## config.mk

```make
export PLATFORM = sky130hd
export DESIGN_NAME = tcb_rsp_mux
export DESIGN_NICKNAME = d
export VERILOG_FILES = /design/src/rtl/tcb_pkg.sv /design/src/rtl/tcb_rsp_mux.sv /design/src/rtl/tcb_dly.sv
export SDC_FILE = /design/constraint.sdc
export NUM_CORES = 1
export LEC_CHECK = 0
export BUFFER_PORTS_ARGS = -buffer_cell sky130_fd_sc_hd__buf_2
export CAP_MARGIN = 40
export CORE_MARGIN = 5
export CORE_UTILIZATION = 32
export CTS_CLUSTER_SIZE = 24
export DETAILED_ROUTE_END_ITERATION = 7
export PLACE_DENSITY = 0.89
export SLEW_MARGIN = 15
export SYNTH_ARGS = -nofsm -noshare
export SYNTH_HDL_FRONTEND = slang
export SYNTH_SLANG_ARGS = --single-unit
```

## constraint.sdc

```tcl
create_clock -name tcb -period 2.5 [get_ports tcb]
set_input_delay 0 -clock tcb [delete_from_list [all_inputs] [get_ports tcb]]
set_output_delay 0 -clock tcb [all_outputs]
set_load 0.03 [all_outputs]
```

## src/rtl/tcb_pkg.sv

```systemverilog
// tcb subordinate cluster package, bus widths, address map and request/response structs

package tcb_pkg;

  //////////////////////////////
  // bus widths
  //////////////////////////////

  // address width in bits
  localparam int unsigned tcb_abw = 16;
  // data width in bits
  localparam int unsigned tcb_dbw = 32;
  // one enable per data byte
  localparam int unsigned tcb_bew = tcb_dbw / 8;

  //////////////////////////////
  // address map
  //////////////////////////////

  // routing select is address bit 15
  // lower half of the space goes to memory
  localparam logic tcb_sel_mem = 1'b0;
  // upper half goes to the register bank
  localparam logic tcb_sel_reg = 1'b1;

  // constant returned by the identity register
  localparam logic [tcb_dbw-1:0] tcb_reg_id_val = 32'h7CB0_0001;

  //////////////////////////////
  // request and response
  //////////////////////////////

  // request, 53 bits
  typedef struct packed {
    // write enable, low for read
    logic               wen;
    // byte address
    logic [tcb_abw-1:0] adr;
    // byte enables
    logic [tcb_bew-1:0] ben;
    // write data
    logic [tcb_dbw-1:0] wdt;
  } tcb_req_t;

  // response, 33 bits
  typedef struct packed {
    // read data
    logic [tcb_dbw-1:0] rdt;
    // error flag
    logic               err;
  } tcb_rsp_t;

endpackage : tcb_pkg
```

## src/rtl/tcb_rsp_mux.sv

```systemverilog
// tcb response multiplexer, picks the subordinate addressed DLY cycles earlier
`timescale 1ns/1ps

module tcb_rsp_mux
  import tcb_pkg::*;
#(
  parameter int unsigned DLY = 2
) (
  input  logic     tcb,
  input  logic     rst_n,
  // routing info at request time
  input  logic     sel,
  input  logic     trn,
  // subordinate responses
  input  tcb_rsp_t mem_rsp,
  input  tcb_rsp_t reg_rsp,
  // to the manager
  output tcb_rsp_t rsp
);

  // select and transfer flag travel together
  typedef struct packed {
    logic sel;
    logic trn;
  } rte_t;

  rte_t rte_req;
  rte_t rte_rsp;

  assign rte_req = '{sel: sel, trn: trn};

  // select path, same latency as the subordinates
  tcb_dly #(
    .DLY       (DLY),
    .payload_t (rte_t)
  ) rte_dly_inst (
    .tcb   (tcb),
    .rst_n (rst_n),
    .din   (rte_req),
    .dout  (rte_rsp)
  );

  // data path is combinational
  // zero when nothing was accepted DLY cycles ago
  assign rsp = !rte_rsp.trn              ? '0      :
               (rte_rsp.sel == tcb_sel_reg) ? reg_rsp : mem_rsp;

endmodule : tcb_rsp_mux

```

## src/rtl/tcb_dly.sv

```systemverilog
// tcb response pipeline, fixed-length delay line for any payload type
`timescale 1ns/1ps

module tcb_dly #(
  // number of stages, 0 gives a plain wire
  parameter int unsigned DLY = 2,
  // payload carried through the stages
  parameter type payload_t = logic
) (
  input  logic     tcb,
  input  logic     rst_n,
  input  payload_t din,
  output payload_t dout
);

  generate
    if (DLY == 0) begin : g_wire
      // zero latency, response follows the request combinationally
      assign dout = din;
    end else begin : g_pipe
      // stage 0 takes din, last stage drives dout
      payload_t pip [DLY];

      // shifts every cycle, idle cycles push whatever din holds
      always_ff @(posedge tcb or negedge rst_n) begin
        if (!rst_n) begin
          for (int i = 0; i < DLY; i++) begin
            pip[i] <= '0;
          end
        end else begin
          pip[0] <= din;
          for (int i = 1; i < DLY; i++) begin
            pip[i] <= pip[i-1];
          end
        end
      end

      assign dout = pip[DLY-1];
    end
  endgenerate

endmodule : tcb_dly

```

==> results of run 1 <==
[kinds of logic after synthesis]
kind of cell,share of synthesized area
muxes,0.459
and+or+nand+nor,0.287
buffers and inverters,0.115
DFF,0.139
[critical path, delay by kind of cell, from the launching register on]
kind,cells,cell delay [ns]
buffers and inverters,2,0.40
AND/OR/NAND/NOR,1,0.06
flip-flops,1,0.63
multiplexers,1,0.22
[registers in the layout (all words and copies together) (netlist names)]
signal	cells
rte_dly_inst.g_pipe.pip	2
rte_dly_inst.dout	2
[layer usage]
layer  part of all wire  GRT usage  up-vias  wire length [um]
li1                   -          -      465                 -
met1               0.36      0.157      384               906
met2               0.50      0.248       51              1240
met4                  0    0.00993        0                 0
met5                  0          0        -                 0
met3               0.14     0.0475        0               342
[area by class of cell]
class	count	area share
Multi-Input combinational cell	66	0.423
Timing Repair Buffer	106	0.448
Tap cell	28	0.0276
Sequential cell	4	0.0800
Clock buffer	4	0.0207
[placed cells by master, fill, tap and decap left out, drive strengths merged]
master / n
dlygate4sd3: 3
clkbuf: 4
mux2i: 33
buf: 103
nor2b: 33
dfrtp: 4
[power by group through the flow]
stage / combinational (mW) / clock [mW] / sequential (mW)
after floorplan: 0.155 / 0 / 0.0705
after global placement: 0.215 / 0 / 0.0878
after detailed placement: 0.230 / 0 / 0.0815
after CTS: 0.234 / 0.0899 / 0.0808
after global routing: 0.251 / 0.0937 / 0.0818
final: 0.232 / 0.0867 / 0.0802
[timing repair]
action,CTS,global route
endpoints found under the setup margin,0,0
endpoints found under the hold margin,6,0
hold buffers,3,0
[how the worst max path moves through the flow]
stage / end / slack, ns / cells after the start
2_1_floorplan: rsp[10] / 1.31 / 4
3_5_place_dp: rsp[31] / 1.18 / 4
5_1_grt: rsp[26] / 0.84 / 4
3_3_place_gp: rsp[24] / 1.02 / 3
4_1_cts: rsp[31] / 0.93 / 4
6_report: rsp[29] / 0.94 / 4
[stage by stage]
stage	power [mW]	setup slack [ns]
4_1_cts	0.404	0.928
2_1_floorplan	0.226	1.31
3_5_place_dp	0.311	1.18
5_1_grt	0.427	0.843
3_3_place_gp	0.302	1.02
6_report	0.399	0.945
==> results.json, run 1 <==
{
  "netlist.area_leader.share": 0.459,
  "power_frac_seq": 0.201,
  "r2r_end": "rte_dly_inst.dout[1]",
  "start_kind": "flop",
  "layout_min_cycle_time_ns": 1.56,
  "worstPathMaxFanout": 20,
  "slew_headroom": 0.509,
  "syn_inst": 77,
  "final.setup.tns_ns": 0,
  "htreeDepth": 1,
  "cts_buffer_depth": 2,
  "crit_chain": "buf_16 -> mux2i_1 -> nor2b_1 -> buf_2",
  "n_fill_cell": 211,
  "grt_pass1_vias": 855,
  "drive_above_1_share": 0.594,
  "drt_iter0_markers": 24,
  "ant_nets": 0,
  "multi_input_area_um2": 537,
  "wl_per_cell_um": 11.9,
  "end_kind": "primary output",
  "tightest_slew_ns": 0.737,
  "diodes": 0,
  "crit_arrival_ns": 1.56,
  "via_per_inst": 4.33,
  "switchingPower_mw": 0.164,
  "drc_errors": 0,
  "instances_no_fill": 208,
  "vdd_drop_max_mv": 0.340,
  "swShare": 0.410,
  "crit_required_ns": 2.50,
  "cts-root-buf": "clkbuf_4",
  "critPathMaxStageDelay_ns": 0.63,
  "combPwrFrac": 0.582,
  "ios": 103,
  "reg2reg_from": "rte_dly_inst.g_pipe.pip[3]",
  "skew_ns": 0.0000247,
  "syn_area_per_cell_um2": 9.34,
  "setup_viol": 0,
  "hold_class": "in -> async",
  "synth_cell_types": 6,
  "finalCritPeriodShare": 0.622,
  "fp.dieW_um": 57.4,
  "post-place-cells": 201,
  "placed_area_mm2": 0.00121,
  "p_clk_frac": 0.217,
  "numCtsBuffers": 3,
  "antenna_found_initial": 0,
  "layout.nets": 251,
  "hpwl_um": 2060,
  "grt_overflow": 0,
  "insertion_delay_ns": 0.23,
  "synth.ff_latch_count": 4,
  "regArea_um2": 101,
  "hold-worst-slack_ns": 0.104,
  "die_area_mm2": 0.00330,
  "regToRegSetupSlack_ns": 2.03,
  "clkTransAtPathRegs_ns": 0.04,
  "syn-num-nets": 147,
  "path_class": "reg -> out",
  "p_int_mw": 0.235,
  "hold_viol_final": 0,
  "synth_edf_count": 0,
  "synth_area_um2": 719,
  "vias": 900,
  "p_leak_nw": 0.781,
  "synth_flop_cell": "dfrtp_1",
  "cts_setup_buffers": 0,
  "slowest_stage": "dfrtp_2",
  "yosysTopAreaCell": "mux2i_1",
  "grt_pass1_wl_um": 3750,
  "outcome": "finished clean",
  "dr.pass1.iters": 4,
  "port_buffers": 102,
  "synthTopCellsByArea": "mux2i_1 (46%), nor2b_1 (29%), dfrtp_1 (14%), buf_12 (8.3%), buf_6 (1.6%)",
  "drv_slew": 0,
  "synth_commonest_cells": "mux2i_1 (33), nor2b_1 (33), dfrtp_1 (4)",
  "rsz0062_at_grt": "no",
  "drt-total-wl_um": 2490,
  "p_per_area_mw_per_mm2": 315,
  "core_mm2": 0.00217,
  "ys_seq_area_frac": 0.139,
  "tritoncts": "yes",
  "row_count": 17,
  "ff2ff_path_depth": 0,
  "fmax_mhz": 643,
  "utilization": 0.584,
  "numClockSinks": 4,
  "initial_utilization": 0.332,
  "final_cell_area_mm2": 0.00127,
  "cap_violations": 0,
  "critPathLaunch": "rte_dly_inst.dout[1]",
  "yosysWarnings": 0,
  "grt_max_degree": 34,
  "grtUsageTotal": 0.136,
  "area_delta_synth_final_pct": 76.2,
  "synth-async-reset-ratio": 1.00,
  "cts_resized": 0,
  "routabilityCongestion": 0.749,
  "die_h_um": 57.4
}
Note: power is estimated with default switching activity, not from simulation.
==> inputs of run 2 (changes only) <==
--- a/config.mk
+++ b/config.mk
@@ -5,13 +5,14 @@
 export SDC_FILE = /design/constraint.sdc
 export NUM_CORES = 1
 export LEC_CHECK = 0
+export ABC_AREA = 1
 export BUFFER_PORTS_ARGS = -buffer_cell sky130_fd_sc_hd__buf_2
 export CAP_MARGIN = 40
 export CORE_MARGIN = 5
-export CORE_UTILIZATION = 32
+export CORE_UTILIZATION = 28
 export CTS_CLUSTER_SIZE = 24
 export DETAILED_ROUTE_END_ITERATION = 7
-export PLACE_DENSITY = 0.89
+export PLACE_DENSITY = 0.8
 export SLEW_MARGIN = 15
 export SYNTH_ARGS = -nofsm -noshare
 export SYNTH_HDL_FRONTEND = slang
==> constraint.sdc (replaced) <==
create_clock -name tcb -period 1.29 [get_ports tcb]
set_input_delay 0 -clock tcb [delete_from_list [all_inputs] [get_ports tcb]]
set_output_delay 0 -clock tcb [all_outputs]
set_load 0.03 [all_outputs]
==> results.json, run 2 <==
{
  "outcome": "finished clean",
  "start_kind": "flop",
  "insertion_delay_ns": 0.24,
  "grt_pass1_vias": 1108,
  "cap_violations": 0,
  "synth-async-reset-ratio": 1.00,
  "setup_slack_ns": 0.0253,
  "ys_seq_area_frac": 0.127,
  "netlist.area_leader.share": 0.313,
  "vdd_drop_max_mv": 0.481,
  "power_mw": 0.866,
  "vias": 1303,
  "numClockSinks": 4,
  "p_per_area_mw_per_mm2": 584,
  "layout.nets": 353,
  "grt_max_degree": 67,
  "ios": 103,
  "path_class": "reg -> out",
  "antenna_found_initial": 0,
  "drc_errors": 0,
  "grt_pass1_wl_um": 4280,
  "port_buffers": 102,
  "final.setup.tns_ns": 0,
  "tritoncts": "yes",
  "area_delta_synth_final_pct": 87.3,
  "hold_viol_final": 0,
  "synth_commonest_cells": "nand2_1 (66), nor2_1 (66), inv_1 (33)",
  "hpwl_um": 2110,
  "syn_inst": 180,
  "initial_utilization": 0.289,
  "drt-total-wl_um": 3040,
  "setup_viol": 0,
  "cts-root-buf": "clkbuf_4",
  "routabilityCongestion": 0.730,
  "synth_flop_cell": "dfrtp_1",
  "slew_headroom": 0.873,
  "end_kind": "primary output",
  "via_per_inst": 4.16,
  "syn_area_per_cell_um2": 4.39,
  "dr.pass1.iters": 4,
  "combPwrFrac": 0.644,
  "p_clk_frac": 0.199,
  "cts_buffer_depth": 2,
  "syn-num-nets": 250,
  "rsz0062_at_grt": "yes",
  "core_mm2": 0.00273,
  "yosysTopAreaCell": "nand2_1",
  "clkTransAtPathRegs_ns": 0.04,
  "crit_arrival_ns": 1.26,
  "worstPathMaxFanout": 33,
  "post-place-cells": 305,
  "layout_min_cycle_time_ns": 1.26,
  "crit_required_ns": 1.29,
  "grt_overflow": 0,
  "instances_no_fill": 313,
  "p_int_mw": 0.486,
  "finalCritPeriodShare": 0.980,
  "wl_per_cell_um": 9.72,
  "drv_slew": 0,
  "swShare": 0.439,
  "htreeDepth": 1,
  "drive_above_1_share": 0.418,
  "tightest_slew_ns": 0.191,
  "skew_ns": 0.00541,
  "drt_iter0_markers": 43,
  "place_ws_ns": 0.267,
  "synthTopCellsByArea": "nand2_1 (31%), nor2_1 (31%), inv_1 (16%), dfrtp_1 (13%), buf_2 (3.8%)",
  "hold_class": "in -> async",
  "ant_nets": 0,
  "p_leak_nw": 1.04,
  "power_frac_seq": 0.158,
  "synth_edf_count": 0,
  "switchingPower_mw": 0.380,
  "die_area_mm2": 0.00399,
  "cts_setup_buffers": 0,
  "row_count": 19,
  "synth.ff_latch_count": 4,
  "mostFrequentLayoutCell": "buf_2",
  "yosysWarnings": 0,
  "grtUsageTotal": 0.123,
  "die_h_um": 63.1,
  "fp.dieW_um": 63.1,
  "synth_cell_types": 7,
  "numCtsBuffers": 3,
  "diodes": 0,
  "layout_common_cells": "buf_2 (72), nand2_1 (66), nor2_1 (58)",
  "fmax_mhz": 791,
  "synth_area_um2": 791
}
[run 2: changes by cell type in the layout (fill, tap and decap cells not counted), moves of 8 or more]
cell / previous run / this run
buf_4: 0 / 32
inv_1: 0 / 33
mux2i_1: 33 / 0
nor2b_1: 33 / 0
nor2_2: 0 / 8
nor2_1: 0 / 58
buf_2: 102 / 72
nand2_1: 0 / 66
[run 2: timing repair]
item | 4_1_cts | 5_1_grt
endpoints found under the hold margin | 6 | 0
resized for setup | 0 | 68
endpoints found under the setup margin | 0 | 33
hold buffers | 3 | 0
[run 2: final timing paths]
kind | from | to | slack (ns) | cells after the start
hold / removal | rst_n | rte_dly_inst.dout[0] | 0.10 | 2
min in group tcb | rte_dly_inst.g_pipe.pip[3] | rte_dly_inst.dout[1] | 0.34 | 0
hold reg to reg | rte_dly_inst.g_pipe.pip[3] | rte_dly_inst.dout[1] | 0.34 | 0
setup / recovery | rte_dly_inst.dout[1] | rsp[10] | 0.03 | 4
max in group asynchronous | rst_n | rte_dly_inst.dout[1] | 1.06 | 2
setup reg to reg | rte_dly_inst.g_pipe.pip[2] | rte_dly_inst.dout[0] | 0.83 | 0
[run 2: cell families after synthesis]
logic type / Yosys count / synth area share
and+or+nand+nor: 132 / 0.627
buffers and inverters: 44 / 0.247
DFF: 4 / 0.127
[run 2: cell type report]
type,instances,area [um2]
Inverter,33,124
Clock buffer,4,26.3
Sequential cell,4,101
Fill cell,284,1250
Tap cell,31,38.8
Multi-Input combinational cell,132,515
Timing Repair Buffer,109,676
[run 2: per-layer routing]
metal  track usage  vias up  share of wire
li1              -      701              -
met1         0.122      552           0.36
met2         0.240       50           0.54
met3        0.0462        0          0.095
met4        0.0212        0              0
met5             0        -              0
[run 2: power by group through the flow]
stage / Clock, mW / Sequential, mW / Combinational [mW]
6_report: 0.172 / 0.137 / 0.557
5_1_grt: 0.198 / 0.137 / 0.611
4_1_cts: 0.179 / 0.135 / 0.502
3_5_place_dp: 0 / 0.137 / 0.494
3_3_place_gp: 0 / 0.137 / 0.489
2_1_floorplan: 0 / 0.136 / 0.315
[run 2: worst max-delay path, stage by stage (launching register included)]
cell and delay, ns:
dfrtp_2 0.43, clkbuf_16 0.21, nor2_1 0.16, nor2_2 0.06
buf_4 0.16
[run 2: through the flow]
step	cell area (um2)	hold slack, ns	utilization
6_report	1480	0.100	0.542
5_1_grt	1480	0.0954	0.542
4_1_cts	1360	0.0827	0.498
3_5_place_dp	1310	-0.193	0.477
3_3_place_gp	1310	-0.196	0.477
2_1_floorplan	791	-0.296	-
