File: src/rtl/tcb_pkg.sv
// tcb subordinate cluster package, bus widths, address map and request/response structs

package tcb_pkg;

  //////////////////////////////
  // bus widths
  //////////////////////////////

  // address width in bits
  localparam int unsigned tcb_abw = 16;
  // data width in bits
  localparam int unsigned tcb_dbw = 32;
  // one enable per data byte
  localparam int unsigned tcb_bew = tcb_dbw / 8;

  //////////////////////////////
  // address map
  //////////////////////////////

  // routing select is address bit 15
  // lower half of the space goes to memory
  localparam logic tcb_sel_mem = 1'b0;
  // upper half goes to the register bank
  localparam logic tcb_sel_reg = 1'b1;

  // constant returned by the identity register
  localparam logic [tcb_dbw-1:0] tcb_reg_id_val = 32'h7CB0_0001;

  //////////////////////////////
  // request and response
  //////////////////////////////

  // request, 53 bits
  typedef struct packed {
    // write enable, low for read
    logic               wen;
    // byte address
    logic [tcb_abw-1:0] adr;
    // byte enables
    logic [tcb_bew-1:0] ben;
    // write data
    logic [tcb_dbw-1:0] wdt;
  } tcb_req_t;

  // response, 33 bits
  typedef struct packed {
    // read data
    logic [tcb_dbw-1:0] rdt;
    // error flag
    logic               err;
  } tcb_rsp_t;

endpackage : tcb_pkg
File: src/rtl/tcb_reg_sub.sv
// tcb register bank subordinate, scratch, identity and write-count registers
`timescale 1ns/1ps

module tcb_reg_sub
  import tcb_pkg::*;
#(
  // response latency in cycles
  parameter int unsigned DLY = 2
) (
  input  logic     tcb,
  input  logic     rst_n,
  input  logic     vld,
  input  tcb_req_t req,
  output logic     rdy,
  output tcb_rsp_t rsp
);

  //////////////////////////////
  // local signals
  //////////////////////////////

  logic               trn;
  // register offset inside the bank
  logic [11:0]        adr_off;
  // misaligned, out of range, read-only target
  logic               adr_mis;
  logic               adr_oor;
  logic               adr_ro;
  // request rejected with err
  logic               bad;
  // register index, 0..3
  logic [1:0]         idx;
  // successful scratch write
  logic               scr_wr;
  logic [tcb_dbw-1:0] scr [2];
  // counts scratch writes, wraps
  logic [tcb_dbw-1:0] cnt;
  tcb_rsp_t           tmp;

  always_ff @(posedge tcb or negedge rst_n) begin
    if (!rst_n) begin
      rdy <= 1'b0;
    end else begin
      rdy <= 1'b1;
    end
  end

  assign trn = vld && rdy;

  //////////////////////////////
  // offset decode
  //////////////////////////////

  assign adr_off = req.adr[11:0];
  assign adr_mis = |adr_off[1:0];
  assign adr_oor = adr_off > 12'hc;
  // identity and counter sit at 0x8 and 0xc
  assign adr_ro  = adr_off[3];
  assign bad     = adr_mis || adr_oor || (req.wen && adr_ro);
  assign idx     = adr_off[3:2];
  // good writes can only target the scratch pair
  assign scr_wr  = trn && req.wen && !bad;

  //////////////////////////////
  // registers
  //////////////////////////////

  always_ff @(posedge tcb or negedge rst_n) begin
    if (!rst_n) begin
      scr[0] <= '0;
      scr[1] <= '0;
      cnt    <= '0;
    end else if (scr_wr) begin
      for (int b = 0; b < tcb_bew; b++) begin
        if (req.ben[b]) begin
          scr[idx[0]][8*b +: 8] <= req.wdt[8*b +: 8];
        end
      end
      cnt <= cnt + 1'b1;
    end
  end

  //////////////////////////////
  // response
  //////////////////////////////

  // counter reads the value from before this request
  always_comb begin
    tmp = '0;
    if (trn) begin
      tmp.err = bad;
      if (!req.wen && !bad) begin
        case (idx)
          2'd0:    tmp.rdt = scr[0];
          2'd1:    tmp.rdt = scr[1];
          2'd2:    tmp.rdt = tcb_reg_id_val;
          default: tmp.rdt = cnt;
        endcase
      end
    end
  end

  tcb_dly #(
    .DLY       (DLY),
    .payload_t (tcb_rsp_t)
  ) rsp_dly_inst (
    .tcb   (tcb),
    .rst_n (rst_n),
    .din   (tmp),
    .dout  (rsp)
  );

endmodule : tcb_reg_sub

File: src/rtl/tcb_dly.sv
// tcb response pipeline, fixed-length delay line for any payload type
`timescale 1ns/1ps

module tcb_dly #(
  // number of stages, 0 gives a plain wire
  parameter int unsigned DLY = 2,
  // payload carried through the stages
  parameter type payload_t = logic
) (
  input  logic     tcb,
  input  logic     rst_n,
  input  payload_t din,
  output payload_t dout
);

  generate
    if (DLY == 0) begin : g_wire
      // zero latency, response follows the request combinationally
      assign dout = din;
    end else begin : g_pipe
      // stage 0 takes din, last stage drives dout
      payload_t pip [DLY];

      // shifts every cycle, idle cycles push whatever din holds
      always_ff @(posedge tcb or negedge rst_n) begin
        if (!rst_n) begin
          for (int i = 0; i < DLY; i++) begin
            pip[i] <= '0;
          end
        end else begin
          pip[0] <= din;
          for (int i = 1; i < DLY; i++) begin
            pip[i] <= pip[i-1];
          end
        end
      end

      assign dout = pip[DLY-1];
    end
  endgenerate

endmodule : tcb_dly

File: config.mk
export PLATFORM = sky130hd
export DESIGN_NAME = tcb_reg_sub
export DESIGN_NICKNAME = d
export VERILOG_FILES = /design/src/rtl/tcb_pkg.sv /design/src/rtl/tcb_reg_sub.sv /design/src/rtl/tcb_dly.sv
export SDC_FILE = /design/constraint.sdc
export NUM_CORES = 1
export LEC_CHECK = 0
export BUFFER_PORTS_ARGS = -buffer_cell sky130_fd_sc_hd__clkbuf_2
export CAP_MARGIN = 20
export CORE_UTILIZATION = 35
export CTS_CLUSTER_DIAMETER = 200
export DETAILED_ROUTE_END_ITERATION = 12
export PLACE_DENSITY_LB_ADDON = 0.12
export SETUP_SLACK_MARGIN = 0.15
export SLEW_MARGIN = 25
export SYNTH_ARGS = -nofsm -noshare
export SYNTH_HDL_FRONTEND = slang
export SYNTH_SLANG_ARGS = --single-unit
File: constraint.sdc
create_clock -name tcb -period 1.6 [get_ports tcb]
set_input_delay 0.32 -clock tcb [delete_from_list [all_inputs] [get_ports tcb]]
set_output_delay 0.32 -clock tcb [all_outputs]
set_load 0.01 [all_outputs]
==> impl_metrics.json, run 1 <==
{
  "synthDistinctLibCells": 33,
  "syn_avg_cell_area_um2": 12.78,
  "dp_hpwl_um": 11050,
  "reg2reg_from": "rdy",
  "cellPowerDensity_nw_per_um2": 938.7,
  "synthTopCellsByCount": "163 x dfrtp_1, 72 x mux2_2, 58 x nor2_1, 33 x buf_4, 25 x xor2_1",
  "clock_skew_ns": 0.01210,
  "io_buffer_count": 85,
  "yosysWarnings": 0,
  "hold_path_end": "scr[18]",
  "place.gp.congestion": 0.7872,
  "netlist_area_um2": 6863,
  "netlist.area_leader.share": 0.5943,
  "cts_sinks": 163,
  "dieWidth_um": 142.0,
  "async_flop_share": 1.000,
  "cts_root_buf": "clkbuf_16",
  "drive_gt1_frac": 0.4700,
  "hold-path-cell-count": 2,
  "final_core_util": 0.4871,
  "dp_cells": 877,
  "rsz0062_at_grt": "true",
  "num_vias": 4363,
  "wl_um": 16270,
  "grt_overflow": 0,
  "max_clock_freq_ghz": 0.6252,
  "die_height_um": 142.0,
  "first_iter_violations": 216,
  "antenna_cells": 0,
  "num_rows": 50,
  "path_max_fanout": 8,
  "synth_edf_count": 0,
  "grt_max_degree": 45,
  "grt_usage": 0.1709,
  "synth_most_common_cell": "dfrtp_1",
  "seqPwrFrac": 0.476,
  "swShare": 0.2245,
  "drv_cap": 0,
  "antenna_found_initial": 0,
  "grt_pass1_vias": 4669,
  "areaGrowthSynthToFinish_pct": 34.53,
  "power.share.clock": 0.482,
  "start_kind": "flip-flop",
  "rr_endpoint": "scr[42]",
  "cts_tree": "done",
  "status": "finished clean",
  "post_drt_wl_per_cell_um": 17.57,
  "drc_errors": 0,
  "hp-start": "req[18]",
  "syn_inst": 537,
  "synthTopCellsByArea": "dfrtp_1 59%, mux2_2 12%, buf_4 3.6%",
  "irDropWorstVdd_mv": 0.7070,
  "yosysSeqAreaShare": 0.5943,
  "clockBufferDepth": 2,
  "cts_buffers": 17,
  "final_cell_count_no_fill": 926,
  "power_frac_comb": 0.041,
  "setup_viol_count_final": 0,
  "hp-class": "input pin to flip-flop",
  "core_um2": 18960,
  "drtPass1Iterations": 4,
  "p_int_mw": 6.721,
  "ios": 90,
  "insertion_delay_ns": 0.43,
  "cp_data_required_time_ns": 1.90,
  "placed_area_um2": 8082,
  "htree_num_levels": 4,
  "critPathCaptureType": "flip-flop",
  "fin_area_um2": 9233,
  "drtAntennaViolNets": 0,
  "crit_type": "flip-flop to flip-flop",
  "finalCriticalPeriod_ns": 1.600,
  "num-nets-final": 710,
  "synth_largest_area_cell": "dfrtp_1",
  "start_util": 0.3620,
  "power.static_leakage_nw": 4.816,
  "p_sw_mw": 1.946,
  "finalHoldViolations": 0,
  "ys_ff_latch": 163,
  "grt_pass1_wl_um": 25940,
  "clk_pin_slew_ns": 0.07,
  "arrival_ns": 1.90,
  "fin_crit_sh": 0.9997,
  "avgViaCountPerCell": 4.712,
  "r2r_cells": 5,
  "synth_ff_type": "dfrtp_1",
  "final_max_slew_viol_count": 0,
  "synth_nets": 594,
  "reg2reg_slack_ns": 0.0004,
  "dieArea_um2": 20170
}
-- layout by cell type (no fill, tap or decap), drive strengths merged, types with 2 or more instances in the layout --
master | netlist | layout
dfrtp | 163 | 163
clkbuf | 9 | 104
mux2 | 74 | 74
buf | 47 | 67
nor2 | 58 | 58
xor2 | 25 | 25
a21oi | 24 | 24
mux2i | 23 | 23
nor4 | 15 | 15
nand3 | 14 | 14
nor3 | 14 | 14
nand2 | 13 | 13
inv | 6 | 12
nand4 | 10 | 10
and4 | 10 | 10
o22ai | 9 | 9
xnor2 | 6 | 6
and2 | 5 | 5
nor3b | 4 | 4
clkinv | 0 | 4
and3 | 3 | 3
bufinv | 0 | 2
-- worst max-delay path by stage --
stage,slack [ns],cells past startpoint,to,startpoint
floorplan,-0.24,4,scr[32],req[40]
global placement,-0.34,7,cnt[28],req[52]
detailed placement,-0.38,7,cnt[26],req[40]
CTS,-0.02,5,scr[46],rdy
global route,-0.08,5,scr[42],rdy
finish,0.0004,5,scr[42],rdy
-- final cells by class --
class | instances | area (um2)
clock buffers | 20 | 466.7
multi-input cells | 312 | 3020
fillers | 1672 | 9723
inverters | 6 | 22.52
flip-flops and latches | 163 | 4079
clock inverters | 12 | 142.6
well taps | 260 | 325.3
repair buffers | 153 | 1176
-- layer usage --
metal	GRT usage	vias up	part of all wire
met2	0.2472	92	0.45
li1	-	2063	-
met5	0	-	0
met3	0.03735	16	0.039
met4	0.05546	0	0.014
met1	0.2527	2192	0.50
-- repair_timing --
action                                  CTS  global route
pin swaps                                27            11
hold endpoints to repair                 38             0
hold buffers                              1             0
endpoints found under the setup margin   90            95
buffers inserted                          6             9
cloned                                    1             0
gates resized for setup                  53            41
-- power by group through the flow --
stage	clock network [mW]	registers, mW	logic (mW)
after CTS	4.28	4.13	0.363
final	4.18	4.13	0.358
after global routing	4.46	4.13	0.393
after detailed placement	0	4.21	0.356
after floorplan	0	4.21	0.103
after global placement	0	4.21	0.354
-- worst max-delay path, cell delays in order (launching register included) --
cell and delay, ns:
dfrtp_1 0.34, and3_4 0.20, nand4_4 0.18, nor3b_4 0.29
buf_12 0.17, mux2_4 0.30
-- sequential cells by signal, summed over array words and instances (netlist names) --
signal	flops
cnt	32
rdy	1
rsp_dly_inst.dout	33
rsp_dly_inst.g_pipe.pip	33
scr	64
-- logic make-up (layout without fill, tap and decap cells) --
group / after synthesis / in the layout / share of synthesized area
adders and majority gates: 1 / 1 / 0.001823
xor gates and xnor gates: 31 / 31 / 0.03956
muxes: 97 / 97 / 0.1550
buffers and inverters: 62 / 191 / 0.05360
DFF: 163 / 163 / 0.5943
and+or+nand+nor: 148 / 148 / 0.1265
AOI/OAI and AO/OA: 34 / 34 / 0.02862
other: 1 / 1 / 0.0005464
-- per-stage QoR --
step	setup WS [ns]	hold slack, ns	power [mW]	TNS [ns]
2_1_floorplan	-0.2432	0.02441	4.310	-11.11
3_3_place_gp	-0.3447	0.2886	4.559	-27.46
3_5_place_dp	-0.3822	0.2929	4.561	-29.01
4_1_cts	-0.02359	0.1265	8.766	-0.2879
5_1_grt	-0.07777	0.1336	8.982	-1.794
6_report	0.0004363	0.1403	8.667	0
(Power assumes the default switching activity.)
==> run 2: changes to the inputs <==
--- a/config.mk
+++ b/config.mk
@@ -7,6 +7,7 @@
 export LEC_CHECK = 0
 export BUFFER_PORTS_ARGS = -buffer_cell sky130_fd_sc_hd__clkbuf_2
 export CAP_MARGIN = 20
+export CORE_MARGIN = 2
 export CORE_UTILIZATION = 35
 export CTS_CLUSTER_DIAMETER = 200
 export DETAILED_ROUTE_END_ITERATION = 12
==> run 2 against run 1 <==
Critical path depth did not move. Clock power rose by 6.7%. Flip-flop and latch count did not move. Register-to-register slack improved by 0.02 ns. Critical path type unchanged. Largest cell class unchanged.
==> impl_metrics.json, run 2 (synthesis gave the netlist of run 1 again) <==
{
  "antenna_found_initial": 0,
  "tns_ns": 0,
  "grt_pass1_vias": 4610,
  "path_cells": "and3_4, nand4_4, nor3b_4, buf_12, mux2_4",
  "start_kind": "flip-flop",
  "dp_hpwl_um": 10950,
  "finalCriticalPeriod_ns": 1.582,
  "first_iter_violations": 270,
  "layout.cells.most_common": "dfrtp_1",
  "finalHoldViolations": 0,
  "wl_um": 16260,
  "num_rows": 51,
  "setup_viol_count_final": 0,
  "cp_num_buf_inv": 1,
  "grt_max_degree": 49,
  "post_drt_wl_per_cell_um": 17.35,
  "cpLargestDelayFamily": "simple AND/OR/NAND/NOR gates",
  "grt_overflow": 0,
  "clockBufferDepth": 2,
  "cts_buffers": 17,
  "top_register": "scr",
  "final_cell_mix": "163 x dfrtp_1, 83 x clkbuf_2, 56 x nor2_1, 51 x buf_4, 41 x mux2_2",
  "cp_data_required_time_ns": 1.90,
  "max_stage_delay_ns": 0.35,
  "cts_sinks": 163,
  "ios": 90,
  "arrival_ns": 1.88,
  "insertion_delay_ns": 0.42,
  "grt_pass1_wl_um": 26120,
  "avgViaCountPerCell": 4.716,
  "clk_pin_slew_ns": 0.06,
  "core_um2": 19330,
  "whs_ns": 0.1443,
  "final_max_slew_viol_count": 0,
  "cts_root_buf": "clkbuf_16",
  "post-place-ws_ns": -0.4406,
  "fin_crit_sh": 0.9887,
  "drv_cap": 0,
  "hp-class": "input pin to flip-flop",
  "areaGrowthSynthToFinish_pct": 35.11,
  "multi_input_area_um2": 2957,
  "cts_tree": "done",
  "drive_gt1_frac": 0.4717,
  "antenna_cells": 0,
  "critPathCaptureType": "flip-flop",
  "critical-path-slowest-cell": "dfrtp_1",
  "drtPass1Iterations": 4,
  "die_height_um": 144.0,
  "max_clock_freq_ghz": 0.6322,
  "cellPowerDensity_nw_per_um2": 964.2,
  "reg2reg_slack_ns": 0.02,
  "start_util": 0.3549,
  "rsz0062_at_grt": "true",
  "path_max_fanout": 8,
  "fill_cells": 1721,
  "largest_reg_flops": 64,
  "io_buffer_count": 85,
  "grt_usage": 0.1674,
  "dieWidth_um": 144.0,
  "power.static_leakage_nw": 4.876,
  "dieArea_um2": 20740,
  "num_vias": 4419,
  "status": "finished clean",
  "place.gp.congestion": 0.8212,
  "ff_latch_area_um2": 4079,
  "crit_type": "flip-flop to flip-flop",
  "drc_errors": 0,
  "fin_area_um2": 9273,
  "htree_num_levels": 4,
  "num-nets-final": 716,
  "placed_area_um2": 8045,
  "final_core_util": 0.4796,
  "irDropWorstVdd_mv": 0.7265,
  "setup_slack_ns": 0.01811,
  "drtAntennaViolNets": 0,
  "clock_skew_ns": 0.01005
}
-- run 2: changes by cell type in the layout (fill, tap and decap cells not counted), moves of 3 or more --
cell,change
inv_6,-3
clkinvlp_4,+3
nor3_4,+7
mux2_2,+25
nor3_2,-7
buf_4,+5
mux2_4,-25
-- run 2: report_power, final --
group / switching (mW) / internal [mW]
clock: 1.73 / 2.73
combinational: 0.218 / 0.135
sequential: 0.00206 / 4.13
-- run 2: area by class of cell --
| type | instances | share of cell area |
|---|---|---|
| clock buffers | 19 | 0.04885 |
| clock inverters | 13 | 0.02118 |
| inverters | 6 | 0.002429 |
| multi-input cells | 312 | 0.3189 |
| flip-flops and latches | 163 | 0.4399 |
| well taps | 265 | 0.03576 |
| repair buffers | 159 | 0.1330 |
-- run 2: per-stage QoR --
step                      power, mW  instances
after floorplan               4.310        537
after global routing          9.268        937
final                         8.941        937
after detailed placement      4.559        878
after global placement        4.553        878
after CTS                     9.039        923
-- run 2: worst paths after layout --
path / to / depth (start not counted) / start
worst max-delay path: scr[43] / 5 / rdy
worst min-delay path: scr[55] / 2 / req[23]
worst max register to register: scr[43] / 5 / rdy
worst min register to register: rsp_dly_inst.dout[30] / 0 / rsp_dly_inst.g_pipe.pip[63]
max in group asynchronous: rsp_dly_inst.g_pipe.pip[38] / 3 / rst_n
min in group asynchronous: scr[29] / 2 / rst_n
-- run 2: routing by layer --
metal / up-vias / GRT usage / wire [um]
met3: 11 / 0.03940 / 649
met5: - / 0 / 0
li1: 2081 / - / -
met2: 91 / 0.2536 / 7501
met4: 0 / 0.03715 / 129
met1: 2236 / 0.2451 / 7980
-- run 2: repair_timing --
action / CTS / global route
gates cloned: 2 / 1
setup buffers: 10 / 13
pin swaps: 29 / 29
gates resized for setup: 69 / 11
hold endpoints to repair: 25 / 0
endpoints found under the setup margin: 88 / 91
hold buffers: 1 / 0
